--- src/logic/memctl_cfg.svh ---
// Memory controller configuration
`ifndef MEMCTL_CFG_SVH
`define MEMCTL_CFG_SVH

// Memory windows, matched on the top address byte
`define MEMCTL_FLASH_BASE 32'h0000_0000
`define MEMCTL_PSRAM_BASE 32'h0100_0000

// UART block matched on bits 31 to 10, instance in bits 9 to 8
`define MEMCTL_UART_BASE 32'h0200_0000

// Single-page peripherals, matched on bits 31 to 8
`define MEMCTL_GPIO_BASE 32'h0200_1000
`define MEMCTL_TIMER_BASE 32'h0200_2000

// Number of UART instances, 1 to 4
`define MEMCTL_UART_NUM 3

// Serial memory command codes
`define MEMCTL_CMD_READ 8'h03
`define MEMCTL_CMD_WRITE 8'h02

// clk cycles per sclk period, even and at least 2
`define MEMCTL_SCLK_DIV 2

`endif

--- src/logic/memctl_bus_pkg.sv ---
// Core-side bus types
package memctl_bus_pkg;

    typedef logic [31:0] word_t;
    typedef logic [31:0] addr_t;

    // Width of one load or store
    typedef enum logic [1:0] {
        SIZE_BYTE,
        SIZE_HALF,
        SIZE_WORD
    } size_e;

    // Peripheral that answers a strobe
    typedef enum logic [1:0] {
        PERIPH_NONE,
        PERIPH_UART,
        PERIPH_GPIO,
        PERIPH_TIMER
    } periph_e;

    // Bit 2 only marks LBU/LHU, the width is in bits 1 to 0
    function automatic size_e size_from_funct3(input logic [2:0] funct3);
        size_e size;
        case (funct3[1:0])
            2'b00: size = SIZE_BYTE;
            2'b01: size = SIZE_HALF;
            default: size = SIZE_WORD;
        endcase
        return size;
    endfunction

endpackage

--- src/logic/memctl_spi_pkg.sv ---
// SPI-side transfer types
package memctl_spi_pkg;

    typedef logic [23:0] dev_addr_t;

    // Data phase length, 8, 16 or 32
    typedef logic [5:0] bit_count_t;

    typedef enum logic {
        TARGET_FLASH,
        TARGET_PSRAM
    } target_e;

    typedef enum logic {
        CTL_IDLE,
        CTL_BUSY
    } ctl_state_e;

    typedef enum logic [2:0] {
        SHIFT_IDLE,
        SHIFT_CMD,
        SHIFT_ADDR,
        SHIFT_DATA,
        SHIFT_DONE
    } shift_state_e;

endpackage

--- src/logic/memctl_ifs.sv ---
// Memory request and SPI transfer interfaces
`timescale 1ns/1ps

// One memory-window access, decoder to access controller
interface mem_req_if
    import memctl_bus_pkg::*, memctl_spi_pkg::*;
();
    logic       valid;
    logic       write;
    target_e    target;
    dev_addr_t  addr;
    // First byte on the wire sits in bits 31 to 24
    word_t      wdata;
    bit_count_t nbits;
    size_e      size;

    modport source (output valid, write, target, addr, wdata, nbits, size);
    modport sink   (input  valid, write, target, addr, wdata, nbits, size);
endinterface

// One serial transfer, access controller to shifter
interface spi_xfer_if
    import memctl_bus_pkg::*, memctl_spi_pkg::*;
();
    logic       start;
    logic       write;
    target_e    target;
    dev_addr_t  addr;
    word_t      wdata;
    bit_count_t nbits;
    // Right-aligned, first received byte in bits 7 to 0
    word_t      rdata;
    logic       done;

    modport ctl (
        output start, write, target, addr, wdata, nbits,
        input  rdata, done
    );
    modport shifter (
        input  start, write, target, addr, wdata, nbits,
        output rdata, done
    );
endinterface

--- src/logic/req_decode.sv ---
// Core request decoder
`timescale 1ns/1ps
`include "memctl_cfg.svh"

module req_decode
    import memctl_bus_pkg::*, memctl_spi_pkg::*;
(
    input  logic       clk,
    input  logic       rst_n,
    input  addr_t      addr,
    input  word_t      wdata,
    input  logic [2:0] funct3,
    input  logic       we,
    input  logic       re,
    mem_req_if.source  req,
    output periph_e    periph_sel,
    output logic [1:0] uart_index
);
    localparam addr_t FLASH_BASE = `MEMCTL_FLASH_BASE;
    localparam addr_t PSRAM_BASE = `MEMCTL_PSRAM_BASE;
    localparam addr_t UART_BASE  = `MEMCTL_UART_BASE;
    localparam addr_t GPIO_BASE  = `MEMCTL_GPIO_BASE;
    localparam addr_t TIMER_BASE = `MEMCTL_TIMER_BASE;

    logic    strobe;
    logic    flash_hit;
    logic    psram_hit;
    logic    uart_hit;
    logic    gpio_hit;
    logic    timer_hit;
    size_e   size;
    periph_e periph_hit;

    assign strobe    = we | re;
    assign flash_hit = addr[31:24] == FLASH_BASE[31:24];
    assign psram_hit = addr[31:24] == PSRAM_BASE[31:24];
    assign uart_hit  = (addr[31:10] == UART_BASE[31:10]) && (int'(addr[9:8]) < `MEMCTL_UART_NUM);
    assign gpio_hit  = addr[31:8] == GPIO_BASE[31:8];
    assign timer_hit = addr[31:8] == TIMER_BASE[31:8];

    assign size = size_from_funct3(funct3);

    // Memory windows go to the access controller in the strobe cycle
    assign req.valid  = strobe & (flash_hit | psram_hit);
    assign req.write  = we;
    assign req.target = psram_hit ? TARGET_PSRAM : TARGET_FLASH;
    assign req.addr   = addr[23:0];
    assign req.size   = size;

    // Stores go out least significant byte first
    always_comb begin
        case (size)
            SIZE_BYTE: begin
                req.wdata = {wdata[7:0], 24'h0};
                req.nbits = 6'd8;
            end
            SIZE_HALF: begin
                req.wdata = {wdata[7:0], wdata[15:8], 16'h0};
                req.nbits = 6'd16;
            end
            default: begin
                req.wdata = {wdata[7:0], wdata[15:8], wdata[23:16], wdata[31:24]};
                req.nbits = 6'd32;
            end
        endcase
    end

    always_comb begin
        if (uart_hit) begin
            periph_hit = PERIPH_UART;
        end else if (gpio_hit) begin
            periph_hit = PERIPH_GPIO;
        end else if (timer_hit) begin
            periph_hit = PERIPH_TIMER;
        end else begin
            periph_hit = PERIPH_NONE;
        end
    end

    // Peripheral selection lives for the cycle after the strobe
    always_ff @(posedge clk or negedge rst_n) begin
        if (!rst_n) begin
            periph_sel <= PERIPH_NONE;
            uart_index <= 2'd0;
        end else begin
            periph_sel <= strobe ? periph_hit : PERIPH_NONE;
            uart_index <= addr[9:8];
        end
    end

    // Overlapping windows in the address map would start two responses
    a_one_window: assert property (@(posedge clk) disable iff (!rst_n)
        strobe |-> $onehot0({flash_hit, psram_hit, uart_hit, gpio_hit, timer_hit}))
        else $error("req_decode: address %08h hits more than one window", addr);

endmodule

--- src/logic/access_ctl.sv ---
// Memory access sequencer
`timescale 1ns/1ps

module access_ctl
    import memctl_bus_pkg::*, memctl_spi_pkg::*;
(
    input  logic     clk,
    input  logic     rst_n,
    mem_req_if.sink  req,
    spi_xfer_if.ctl  xfer,
    output logic     mem_done,
    output word_t    raw_data,
    output size_e    size
);
    ctl_state_e state;

    always_ff @(posedge clk or negedge rst_n) begin
        if (!rst_n) begin
            state      <= CTL_IDLE;
            xfer.start <= 1'b0;
            mem_done   <= 1'b0;
        end else begin
            xfer.start <= 1'b0;
            mem_done   <= 1'b0;
            case (state)
                CTL_IDLE: begin
                    if (req.valid) begin
                        xfer.start <= 1'b1;
                        state      <= CTL_BUSY;
                    end
                end
                CTL_BUSY: begin
                    // Requests arriving here are dropped
                    if (xfer.done) begin
                        mem_done <= 1'b1;
                        state    <= CTL_IDLE;
                    end
                end
                default: state <= CTL_IDLE;
            endcase
        end
    end

    // Transfer fields stay stable until done
    always_ff @(posedge clk) begin
        if (state == CTL_IDLE && req.valid) begin
            xfer.write  <= req.write;
            xfer.target <= req.target;
            xfer.addr   <= req.addr;
            xfer.wdata  <= req.wdata;
            xfer.nbits  <= req.nbits;
            size        <= req.size;
        end
        if (state == CTL_BUSY && xfer.done) begin
            raw_data <= xfer.rdata;
        end
    end

    // Core must wait for mem_ready before the next memory strobe
    a_no_req_busy: assert property (@(posedge clk) disable iff (!rst_n)
        req.valid |-> state == CTL_IDLE)
        else $error("access_ctl: memory request while a transfer is running");

    a_done_busy: assert property (@(posedge clk) disable iff (!rst_n)
        xfer.done |-> state == CTL_BUSY)
        else $error("access_ctl: shifter done without an open transfer");

endmodule

--- src/logic/spi_shifter.sv ---
// Single-lane SPI shifter
`timescale 1ns/1ps
`include "memctl_cfg.svh"

module spi_shifter
    import memctl_spi_pkg::*;
(
    input  logic        clk,
    input  logic        rst_n,
    spi_xfer_if.shifter xfer,
    output logic        sclk,
    output logic        mosi,
    input  logic        miso,
    output logic        flash_cs_n,
    output logic        ram_cs_n
);
    localparam int HALF = `MEMCTL_SCLK_DIV / 2;

    shift_state_e state;
    logic [3:0]   div_cnt;
    logic         tick;
    logic         active;
    bit_count_t   bit_cnt;
    bit_count_t   phase_last;
    logic         last_bit;
    logic [7:0]   cmd;
    logic [63:0]  tx_sreg;
    logic [7:0]   rx_byte;
    logic [7:0]   rx_next;

    assign active = (state == SHIFT_CMD) || (state == SHIFT_ADDR) || (state == SHIFT_DATA);
    assign tick   = active && (div_cnt == 4'(HALF - 1));
    assign cmd    = xfer.write ? `MEMCTL_CMD_WRITE : `MEMCTL_CMD_READ;
    assign mosi   = active & tx_sreg[63];
    assign rx_next = {rx_byte[6:0], miso};

    // Last bit index of the current field
    always_comb begin
        case (state)
            SHIFT_CMD:  phase_last = 6'd7;
            SHIFT_ADDR: phase_last = 6'd23;
            default:    phase_last = xfer.nbits - 6'd1;
        endcase
    end
    assign last_bit = bit_cnt == phase_last;

    // sclk half-period counter
    always_ff @(posedge clk or negedge rst_n) begin
        if (!rst_n) begin
            div_cnt <= 4'd0;
        end else if (!active || tick) begin
            div_cnt <= 4'd0;
        end else begin
            div_cnt <= div_cnt + 4'd1;
        end
    end

    always_ff @(posedge clk or negedge rst_n) begin
        if (!rst_n) begin
            state      <= SHIFT_IDLE;
            bit_cnt    <= '0;
            sclk       <= 1'b0;
            flash_cs_n <= 1'b1;
            ram_cs_n   <= 1'b1;
            xfer.done  <= 1'b0;
        end else begin
            xfer.done <= 1'b0;
            case (state)
                SHIFT_IDLE: begin
                    if (xfer.start) begin
                        state      <= SHIFT_CMD;
                        bit_cnt    <= '0;
                        flash_cs_n <= xfer.target != TARGET_FLASH;
                        ram_cs_n   <= xfer.target != TARGET_PSRAM;
                    end
                end
                SHIFT_DONE: begin
                    xfer.done <= 1'b1;
                    state     <= SHIFT_IDLE;
                end
                default: begin
                    if (tick) begin
                        sclk <= ~sclk;
                        // A falling edge closes the current bit
                        if (sclk) begin
                            if (last_bit) begin
                                bit_cnt <= '0;
                                case (state)
                                    SHIFT_CMD:  state <= SHIFT_ADDR;
                                    SHIFT_ADDR: state <= SHIFT_DATA;
                                    default: begin
                                        state      <= SHIFT_DONE;
                                        flash_cs_n <= 1'b1;
                                        ram_cs_n   <= 1'b1;
                                    end
                                endcase
                            end else begin
                                bit_cnt <= bit_cnt + 6'd1;
                            end
                        end
                    end
                end
            endcase
        end
    end

    // Command, address and data leave MSB first from one register
    always_ff @(posedge clk) begin
        if (state == SHIFT_IDLE && xfer.start) begin
            tx_sreg    <= {cmd, xfer.addr, xfer.wdata};
            xfer.rdata <= '0;
        end else if (tick) begin
            if (sclk) begin
                tx_sreg <= {tx_sreg[62:0], 1'b0};
            end else if (state == SHIFT_DATA) begin
                rx_byte <= rx_next;
                // Byte n of the data phase lands in bits 8n+7 to 8n
                if (bit_cnt[2:0] == 3'd7) begin
                    xfer.rdata[{bit_cnt[4:3], 3'b000} +: 8] <= rx_next;
                end
            end
        end
    end

    a_one_cs: assert property (@(posedge clk) disable iff (!rst_n)
        flash_cs_n || ram_cs_n)
        else $error("spi_shifter: flash and PSRAM selected together");

endmodule

--- src/logic/rsp_format.sv ---
// Core response formatter
`timescale 1ns/1ps
`include "memctl_cfg.svh"

module rsp_format
    import memctl_bus_pkg::*;
(
    input  logic                        clk,
    input  logic                        rst_n,
    input  periph_e                     periph_sel,
    input  logic [1:0]                  uart_index,
    input  word_t [`MEMCTL_UART_NUM-1:0] uart_rdata,
    input  word_t                       gpio_rdata,
    input  word_t                       timer_rdata,
    input  logic                        mem_done,
    input  word_t                       raw_data,
    input  size_e                       size,
    output word_t                       mem_rdata,
    output logic                        mem_ready
);
    logic  mem_valid;
    word_t mem_word;
    word_t load_word;
    word_t periph_word;

    // Byte and halfword loads are zero-extended
    always_comb begin
        case (size)
            SIZE_BYTE: load_word = {24'h0, raw_data[7:0]};
            SIZE_HALF: load_word = {16'h0, raw_data[15:0]};
            default:   load_word = raw_data;
        endcase
    end

    always_ff @(posedge clk or negedge rst_n) begin
        if (!rst_n) begin
            mem_valid <= 1'b0;
        end else begin
            mem_valid <= mem_done;
        end
    end

    always_ff @(posedge clk) begin
        if (mem_done) begin
            mem_word <= load_word;
        end
    end

    // periph_sel is already one cycle behind the strobe
    always_comb begin
        case (periph_sel)
            PERIPH_UART:  periph_word = uart_rdata[uart_index];
            PERIPH_GPIO:  periph_word = gpio_rdata;
            PERIPH_TIMER: periph_word = timer_rdata;
            default:      periph_word = '0;
        endcase
    end

    assign mem_rdata = (periph_sel != PERIPH_NONE) ? periph_word : mem_word;
    assign mem_ready = mem_valid | (periph_sel != PERIPH_NONE);

endmodule

--- src/logic/mem_ctl_top.sv ---
// Data-side memory controller
`timescale 1ns/1ps
`include "memctl_cfg.svh"

module mem_ctl_top
    import memctl_bus_pkg::*;
(
    input  logic                          clk,
    input  logic                          rst_n,
    input  addr_t                         mem_addr,
    input  word_t                         mem_wdata,
    input  logic [2:0]                    mem_flag,
    input  logic                          mem_we,
    input  logic                          mem_re,
    output word_t                         mem_rdata,
    output logic                          mem_ready,
    input  logic [`MEMCTL_UART_NUM*32-1:0] uart_mem_rdata,
    input  word_t                         gpio_mem_rdata,
    input  word_t                         timer_mem_rdata,
    output logic                          flash_cs_n,
    output logic                          ram_cs_n,
    output logic                          spi_sclk,
    output logic                          spi_mosi,
    input  logic                          spi_miso
);
    periph_e    periph_sel;
    logic [1:0] uart_index;
    logic       mem_done;
    word_t      raw_data;
    size_e      size;

    mem_req_if  req_bus ();
    spi_xfer_if xfer_bus ();

    req_decode u_req_decode (
        .clk        (clk),
        .rst_n      (rst_n),
        .addr       (mem_addr),
        .wdata      (mem_wdata),
        .funct3     (mem_flag),
        .we         (mem_we),
        .re         (mem_re),
        .req        (req_bus.source),
        .periph_sel (periph_sel),
        .uart_index (uart_index)
    );

    access_ctl u_access_ctl (
        .clk      (clk),
        .rst_n    (rst_n),
        .req      (req_bus.sink),
        .xfer     (xfer_bus.ctl),
        .mem_done (mem_done),
        .raw_data (raw_data),
        .size     (size)
    );

    spi_shifter u_spi_shifter (
        .clk        (clk),
        .rst_n      (rst_n),
        .xfer       (xfer_bus.shifter),
        .sclk       (spi_sclk),
        .mosi       (spi_mosi),
        .miso       (spi_miso),
        .flash_cs_n (flash_cs_n),
        .ram_cs_n   (ram_cs_n)
    );

    rsp_format u_rsp_format (
        .clk         (clk),
        .rst_n       (rst_n),
        .periph_sel  (periph_sel),
        .uart_index  (uart_index),
        .uart_rdata  (uart_mem_rdata),
        .gpio_rdata  (gpio_mem_rdata),
        .timer_rdata (timer_mem_rdata),
        .mem_done    (mem_done),
        .raw_data    (raw_data),
        .size        (size),
        .mem_rdata   (mem_rdata),
        .mem_ready   (mem_ready)
    );

endmodule

--- config.mk ---
export PLATFORM = sky130hd
export DESIGN_NAME = mem_ctl_top
export DESIGN_NICKNAME = d
export VERILOG_FILES = /design/src/logic/memctl_bus_pkg.sv /design/src/logic/memctl_spi_pkg.sv /design/src/logic/memctl_ifs.sv /design/src/logic/req_decode.sv /design/src/logic/access_ctl.sv /design/src/logic/spi_shifter.sv /design/src/logic/rsp_format.sv /design/src/logic/mem_ctl_top.sv
export VERILOG_INCLUDE_DIRS = /design/src /design/src/logic
export SDC_FILE = /design/constraint.sdc
export NUM_CORES = 1
export LEC_CHECK = 0
export ABC_CLOCK_PERIOD_IN_PS = 8800
export BUFFER_PORTS_ARGS = -buffer_cell sky130_fd_sc_hd__buf_2
export CAP_MARGIN = 25
export CORE_ASPECT_RATIO = 1.5
export CORE_MARGIN = 2
export CORE_UTILIZATION = 40
export CTS_CLUSTER_SIZE = 20
export DETAILED_ROUTE_END_ITERATION = 12
export MAX_ROUTING_LAYER = met4
export PLACE_DENSITY = 0.69
export SETUP_SLACK_MARGIN = 0.05
export SLEW_MARGIN = 30
export SYNTH_ARGS = -nofsm -noshare
export SYNTH_HDL_FRONTEND = slang
export SYNTH_HIERARCHICAL = 1
export SYNTH_SLANG_ARGS = --single-unit
--- constraint.sdc ---
create_clock -name clk -period 8.8 [get_ports clk]
set_input_delay 1.76 -clock clk [delete_from_list [all_inputs] [get_ports clk]]
set_output_delay 1.76 -clock clk [all_outputs]
set_load 0.01 [all_outputs]
Word level (Yosys, flattened, before mapping)
Index checks and enable logic that the tools add are counted.
Widths: inputs -> output; s select.
- $add $sub $neg: 4
- multipliers: 0
- div/mod/pow operators: 0
- $lt $le $gt $ge: 2
- eq/ne operators: 18
- shift operators: 2
- muxes and demuxes: 46
- bitwise operators: 11
- reduce and logical (&&, ||, !) cells: 33
- operator list (cell ; number):
    $mux 64 ; 3
    $pmux 32 s3 ; 1
    $bmux 32 s2 ; 1
    $mux 32 ; 2
    $pmux 32 s2 ; 1
    $eq 24x18->1 const B ; 2
    $pmux 24 s2 ; 1
    $pmux 6 s2 ; 3
    $bwmux 32 ; 1
    $shift 8x7->32 const A ; 1
    $shiftx 8x7->32 ; 1
    $mux 6 ; 4
    $eq 22x16->1 const B ; 1
    $reduce_and 4->1 ; 4
    $mux 1 ; 14
    $mux 3 ; 4
    $pmux 3 s2 ; 2
    $reduce_bool 2->1 ; 6
    $reduce_bool 3->1 ; 3
    $eq 2x1->1 const B ; 4
    $eq 8x1->1 const B ; 1
    $logic_not 8->1 ; 1
    $mux 2 ; 4
    $neg 5->7 ; 1
    27 further kinds ; 50
- register bits after elaboration: 258
- latch bits: 0
- bits in writable memories: 0
- ROM bits: 0
- memories kept: 0

Depth between registers and ports, before layout
Gate-level depths: netlist of the first run.
- depth after elaboration: 7
- gate-level depth with buffers: 8

Hierarchy
The synthesis of the first run kept the hierarchy.
- by module, submodules not included (module ; instances ; cells an instance ; area an instance (um2)):
    spi_shifter ; 1 ; 563 ; 5365.1
    access_ctl ; 1 ; 105 ; 3044.2
    rsp_format ; 1 ; 281 ; 2772.7
    req_decode ; 1 ; 88 ; 680.7

Least setup slack after synthesis of the first run
Ideal clock, no wire load.
- path type: input-to-reg
- start point: in mem_addr[31]
- end point: reg u_access_ctl.size[0], enable pin
- data arrival time: 4.072 ns
- required time: 8.360 ns
- setup slack: 4.288 ns
- cell stages on the path: 4
- cells stage by stage: nor4_1 -> nand2_1 -> nor3_1 -> nor2b_2
- word-level cells in the longest chain between the ends: 4
- elaborated cells on any way between the ends: 5
- ends and longest elaborated chain (element ; line ; text):
    start: declaration ; mem_ctl_top.sv:10 ; input addr_t mem_addr,
    $eq 8x1->1 or $logic_not 8->1 (tied branches) ; req_decode.sv:36, req_decode.sv:35 ;
    $or 1x1->1 * ; req_decode.sv:44 ; assign req.valid = strobe & (flash_hit | psram_hit);
    $and 1x1->1 * ; req_decode.sv:44 ;
    net req_bus.valid ; memctl_ifs.sv:8 ; logic valid;
    $logic_and 1x1->1 * ; access_ctl.sv:46 ; if (state == CTL_IDLE && req.valid) begin
    end signal: assignment ; access_ctl.sv:52 ; size <= req.size;
    end: declaration ; access_ctl.sv:13 ; output size_e size
Mark *: on every way through the listed nets, which the timed path passes. The rest lies on a longest branch.
A chain may end at the register's enable or synchronous reset.

Worst setup path after layout of the first run
- start point: in uart_mem_rdata[17]
- end point: out mem_rdata[17]
- word-level cells in the longest chain between the ends: 4
- ends and longest elaborated chain (element ; line ; text):
    start: declaration ; mem_ctl_top.sv:17 ; input logic [`MEMCTL_UART_NUM*32-1:0] uart_mem_rdata,
    $bmux 32 s2 ; rsp_format.sv:52 ; PERIPH_UART: periph_word = uart_rdata[uart_index];
    $mux 32 (implied by the code) ; rsp_format.sv:52 ;
    $pmux 32 s3 ; rsp_format.sv:51 ; case (periph_sel)
    $mux 32 ; rsp_format.sv:59 ; assign mem_rdata = (periph_sel != PERIPH_NONE) ? periph_word : mem_word;
    end: declaration ; mem_ctl_top.sv:15 ; output word_t mem_rdata,
Every way passes these cells. The select of a mux whose other input is x is not followed.

==> results of run 1 <==
==> worst max-delay path by stage <==
stage	from	endpoint	slack, ns	cells past startpoint
after detailed placement	uart_mem_rdata[17]	mem_rdata[17]	4.32	5
after CTS	uart_mem_rdata[17]	mem_rdata[17]	4.32	5
after global placement	uart_mem_rdata[17]	mem_rdata[17]	4.36	5
after global routing	u_req_decode/uart_index[0]	mem_rdata[17]	4.27	5
final	uart_mem_rdata[17]	mem_rdata[17]	4.31	5
after floorplan	mem_addr[31]	u_access_ctl/size[0]	4.29	4
==> sequential cells by signal (all words and copies together) (netlist names), 2 cells and up <==
name / flops
u_access_ctl/xfer.addr: 24
u_spi_shifter/xfer.rdata: 32
u_spi_shifter/rx_byte: 7
u_access_ctl/xfer.nbits: 6
u_spi_shifter/bit_cnt: 6
u_access_ctl/size: 2
u_access_ctl/xfer.wdata: 32
u_access_ctl/raw_data: 32
u_req_decode/uart_index: 2
u_spi_shifter/tx_sreg: 64
u_req_decode/periph_sel: 2
u_spi_shifter/state: 3
u_spi_shifter/div_cnt: 4
u_rsp_format/mem_word: 32
==> per-stage QoR <==
step | util | hold slack [ns]
2_1_floorplan | - | 0.400
3_3_place_gp | 0.449 | 0.360
3_5_place_dp | 0.449 | 0.359
4_1_cts | 0.475 | 0.378
5_1_grt | 0.477 | 0.398
6_report | 0.477 | 0.380
==> cell usage after synthesis (all sizes together) (2+ instances only) <==
cell type | instances | area share
a211o | 2 | 0.0015
a21oi | 41 | 0.017
a221oi | 2 | 0.0020
a31oi | 34 | 0.018
and2 | 43 | 0.023
and3 | 7 | 0.0037
buf | 59 | 0.040
clkbuf | 36 | 0.011
dfrtp | 23 | 0.049
dfstp | 2 | 0.0044
dfxtp | 32 | 0.054
edfxtp | 201 | 0.51
ha | 10 | 0.011
inv | 13 | 0.0041
mux2 | 33 | 0.031
mux2i | 33 | 0.028
nand2 | 251 | 0.079
nand2b | 6 | 0.0032
nand3 | 41 | 0.017
nor2 | 15 | 0.0047
nor2b | 21 | 0.011
nor3 | 7 | 0.0030
nor3b | 6 | 0.0038
nor4 | 6 | 0.0037
nor4b | 3 | 0.0027
o21ai | 5 | 0.0021
o22ai | 34 | 0.018
or2 | 34 | 0.018
or3 | 5 | 0.0031
or4 | 3 | 0.0022
xnor2 | 9 | 0.0066
xor2 | 3 | 0.0022
==> cells by family after synthesis <==
| group | after synthesis | synth area share |
|---|---|---|
| AOI/OAI and AO/OA | 128 | 0.0663 |
| xor gates and xnor gates | 12 | 0.00886 |
| adders and majority gates | 11 | 0.0114 |
| buffers and inverters | 108 | 0.0551 |
| DFF | 258 | 0.616 |
| muxes | 66 | 0.0592 |
| other | 1 | 0.000316 |
| and+or+nand+nor | 453 | 0.183 |
==> area by class of cell <==
class,instances,area (sq um)
inverters,13,48.8
repair buffers,278,1440
clock inverters,10,106
fillers,2655,15400
multi-input cells,673,3930
clock buffers,34,679
well taps,395,494
flip-flops and latches,258,7310
==> layer usage <==
metal	wire [microns]	vias to the layer above	track usage
met5	0	-	-
met4	803	0	0.0550
met3	1530	42	0.0227
met2	13200	303	0.291
met1	9440	3724	0.166
li1	-	4050	-
==> report_power, final <==
group	internal, W	total, W	switching, W
registers	0.00160	0.00171	0.000107
logic	0.000186	0.000466	0.000280
clock network	0.000598	0.00102	0.000419
total	0.00238	0.00319	0.000807
==> worst max-delay path, stage by stage <==
cell and delay (ns):
buf_2 0.12, mux2i_1 0.06, or2_0 0.22, a31oi_1 0.36, buf_2 0.21
==> results.toml, run 1 <==
[setup_path]
rr_endpoint = "u_spi_shifter/tx_sreg[40]"
reg2reg_slack_ns = 5.94
end_kind = "output port"
cp.required_ns = 7.04
path_class = "input pin to output port"
r2r-start = "u_spi_shifter/state[1]"
critPathLaunchType = "input pin"
worstPathArrival_ns = 2.73
rr_worst_depth = 5
cp_max_fo = 1

[yosys]
avgSynthCellArea_sq_um = 11.4
synth_enable_flop_cells = 201
yosys_warnings = 6
synthFlopType = "edfxtp_1"
syn-cell-area_sq_um = 11900
synth_cells = 1037
ys_async_sr_fraction = 0.0969
synth-seq-cells = 258
seq_area_frac_synth = 0.616
yosysUniqueCellTypes = 61

[pwr]
power.density_nw_per_um2 = 228
power.total_w = 0.00319
p_leak_nw = 5.48
max-vdd-ir-drop_mv = 0.166

[timing]
worst_slack_ns = 4.31
slew_headroom = 0.386
setup_violations = 0
hold_viol_final = 0
finalClockSkew_ns = 0.0151
tightest_slew_ns = 0.921
rsz0062_at_grt = "no"
finalMaxSlewViolations = 0
period_minus_slack_ns = 4.49
tns_ns = 0
fin_crit_sh = 0.511
fmax_mhz = 223

[cells_and_area]
num_antenna_cells = 0
layoutNonFillerInstCount = 1661
final_area_sq_um = 14000
final_cell_mix = "buf_2 (267), nand2_1 (249), edfxtp_1 (201), and2_1 (42)"
drive_above_1_share = 0.276
layout-area-overhead-vs-synth_pct = 18.1
final_nets = 1490
layout_commonest_cell = "buf_2"

[placement]
dpl_cell_area_sq_um = 13200
pre_cts_slack_ns = 4.32
gp_congestion = 0.883
dp_hpwl_microns = 17900
numPortBuffers = 267
dpl.cell_count = 1616

[drt]
vias_per_cell = 4.89
drtPass1Iterations = 5
wl_per_cell_microns = 15.0
finalWirelength_microns = 25000
drt.antenna.violating_nets = 0
num_vias = 8119
route.detailed.drc = 0
drt_iter0_markers = 503

[die]
die_area_sq_um = 31100
die_h_microns = 215
die_x_microns = 145
initial_utilization = 0.404
ios = 269
rows = 77
core-area_sq_um = 29400

[hold_path]
hp-start = "u_access_ctl/mem_done"
whs_path_depth = 0
hold-path-endpoint = "u_rsp_format/mem_valid"
hold_path.class = "register to register"

[global_route]
grt_pass1_wl_microns = 37900
overflow = 0
grt_pass1_vias = 7671
grt_antenna_before_repair = 0
track_usage = 0.157
grt_max_degree = 88

[clocking]
cts_tree = "done"
clk_latency_ns = 0.51
clk_path_buf_depth = 3
post_cts_resized = 0
holdBufCountCts = 0
htree_levels = 1
post_cts.repair.setup_buffers = 0
cts_buffers = 24
root_buffer = "clkbuf_16"
clock_sinks = 258
path_clk_slew_ns = 0.06

[run]
cap_violations = 0

[outcome]
run_status = "finished, final reports clean"
No activity file was read; power rests on OpenSTA's default activity.
==> inputs of run 2 (changes only) <==
- ABC_CLOCK_PERIOD_IN_PS: 8800 -> 4200
- clock period: 8.8 -> 4.2 ns (I/O delays scaled with it)
==> run 2 against run 1 <==
  * Die area unchanged
  * Critical path depth unchanged
  * Clock-buffer cell count decreased by 4
  * Critical endpoint unchanged
  * Sequential power increased by 110%
  * First-iteration DRC count down 24%
  * Hold slack got worse by 0.058 ns
  * Cell count up 0.30%
  * Setup slack got worse by 3.3 ns
  * Flip-flop and latch count unchanged
  * Power rose by 120%
  * Clock power rose by 140%
  * Sequential share of layout area down 0.52 points
==> results.toml, run 2 (synthesized netlist as in run 1, its figures left out) <==
[outcome]
run_status = "finished, final reports clean"

[timing]
period_minus_slack_ns = 3.20
slew_headroom = 0.384
tns_ns = 0
tightest_slew_ns = 0.922
fmax_mhz = 313
rsz0062_at_grt = "no"
finalMaxSlewViolations = 0
fin_crit_sh = 0.762
setup_violations = 0
hold_viol_final = 0
finalClockSkew_ns = 0.0166
whs_ns = 0.322

[setup_path]
path_class = "register to output port"
worstPathArrival_ns = 2.36
critPathLaunchType = "register"
cp.required_ns = 3.36
cp_max_fo = 33
end_kind = "output port"

[drt]
finalWirelength_microns = 25000
vias_per_cell = 4.91
drt.antenna.violating_nets = 0
route.detailed.drc = 0
drt_iter0_markers = 384
drtPass1Iterations = 7
num_vias = 8175
wl_per_cell_microns = 15.0

[clocking]
clk_path_buf_depth = 3
root_buffer = "clkbuf_16"
post_cts.repair.setup_buffers = 0
post_cts_resized = 0
holdBufCountCts = 0
clk_latency_ns = 0.52
clock_sinks = 258
path_clk_slew_ns = 0.06
cts_buffers = 25
htree_levels = 1
cts_tree = "done"

[die]
die_x_microns = 145
die_area_sq_um = 31100
initial_utilization = 0.404
die_h_microns = 215
ios = 269
core-area_sq_um = 29400
rows = 77

[global_route]
grt_pass1_vias = 7861
track_usage = 0.158
grt_antenna_before_repair = 0
grt_max_degree = 88
grt_pass1_wl_microns = 38400
overflow = 0

[run]
cap_violations = 0

[placement]
dp_hpwl_microns = 18100
numPortBuffers = 267
gp_congestion = 0.901

[cells_and_area]
layout_commonest_cell = "buf_2"
num_antenna_cells = 0
drive_above_1_share = 0.279
post-route-util = 0.481
final_cell_mix = "buf_2 (267), nand2_1 (250), edfxtp_1 (201), and2_1 (42)"
final_nets = 1494
largest_register_ffs = 64
n_fill_cell = 2645
largest-register = "u_spi_shifter/tx_sreg"
layout-area-overhead-vs-synth_pct = 19.3

[pwr]
p_leak_nw = 5.55
power.density_nw_per_um2 = 495
max-vdd-ir-drop_mv = 0.399

[hold_path]
hold_path.class = "input pin to asynchronous set/reset pin"
==> run 2: cell types whose count changed in the layout (fill, tap and decap cells not counted), sizes merged <==
cell,delta
clkbuf,-4
buf,+3
bufinv,+4
clkinv,+1
inv,+1
==> run 2: layer usage <==
metal | wire length [microns] | part of all wire | track usage | up-vias
li1 | - | - | - | 4061
met1 | 9350 | 0.37 | 0.163 | 3758
met2 | 13000 | 0.52 | 0.296 | 299
met3 | 1730 | 0.069 | 0.0245 | 57
met4 | 876 | 0.035 | 0.0615 | 0
met5 | 0 | 0 | - | -
==> run 2: worst paths after layout <==
check                      cells past startpoint                        from  slack [ns]                         end
max reg2reg                                    5      u_spi_shifter/state[1]        1.28   u_spi_shifter/tx_sreg[62]
max                                            5  u_req_decode/uart_index[1]        1.00               mem_rdata[17]
min in group clk                               0       u_access_ctl/mem_done        0.37      u_rsp_format/mem_valid
min                                            1                       rst_n        0.32    u_spi_shifter/bit_cnt[0]
min reg2reg                                    0       u_access_ctl/mem_done        0.37      u_rsp_format/mem_valid
max in group asynchronous                      1                       rst_n        3.43  u_req_decode/uart_index[1]
==> run 2: area by class of cell <==
cell class	count	area, sq um	area share
Clock buffer	30	664	0.0470
Multi-Input combinational cell	673	3930	0.278
Inverter	13	48.8	0.00345
Timing Repair Buffer	281	1450	0.103
Tap cell	395	494	0.0349
Clock inverter	16	249	0.0176
Sequential cell	258	7310	0.517
==> run 2: worst max-delay path, stage by stage (launching register included) <==
cell	delay, ns
dfrtp_4	0.69
nor2b_2	0.17
buf_4	0.33
nand2_1	0.11
a31oi_1	0.31
buf_2	0.20
==> run 2: where the power goes <==
group	switching [W]	internal [W]	leakage [nW]
logic	0.000597	0.000404	2.78
registers	0.000221	0.00335	2.33
clock network	0.000925	0.00150	0.439
total	0.00174	0.00526	5.55
==> run 2: per-stage QoR <==
step / cell area (sq um) / instances / power, W / setup slack (ns)
after global placement: 13200 / 1620 / 0.00457 / 1.34
after floorplan: 11900 / 1039 / 0.00426 / 0.608
after detailed placement: 13200 / 1620 / 0.00462 / 1.28
after CTS: 14100 / 1666 / 0.00708 / 0.860
after global routing: 14100 / 1666 / 0.00735 / 0.882
final: 14100 / 1666 / 0.00700 / 1.00
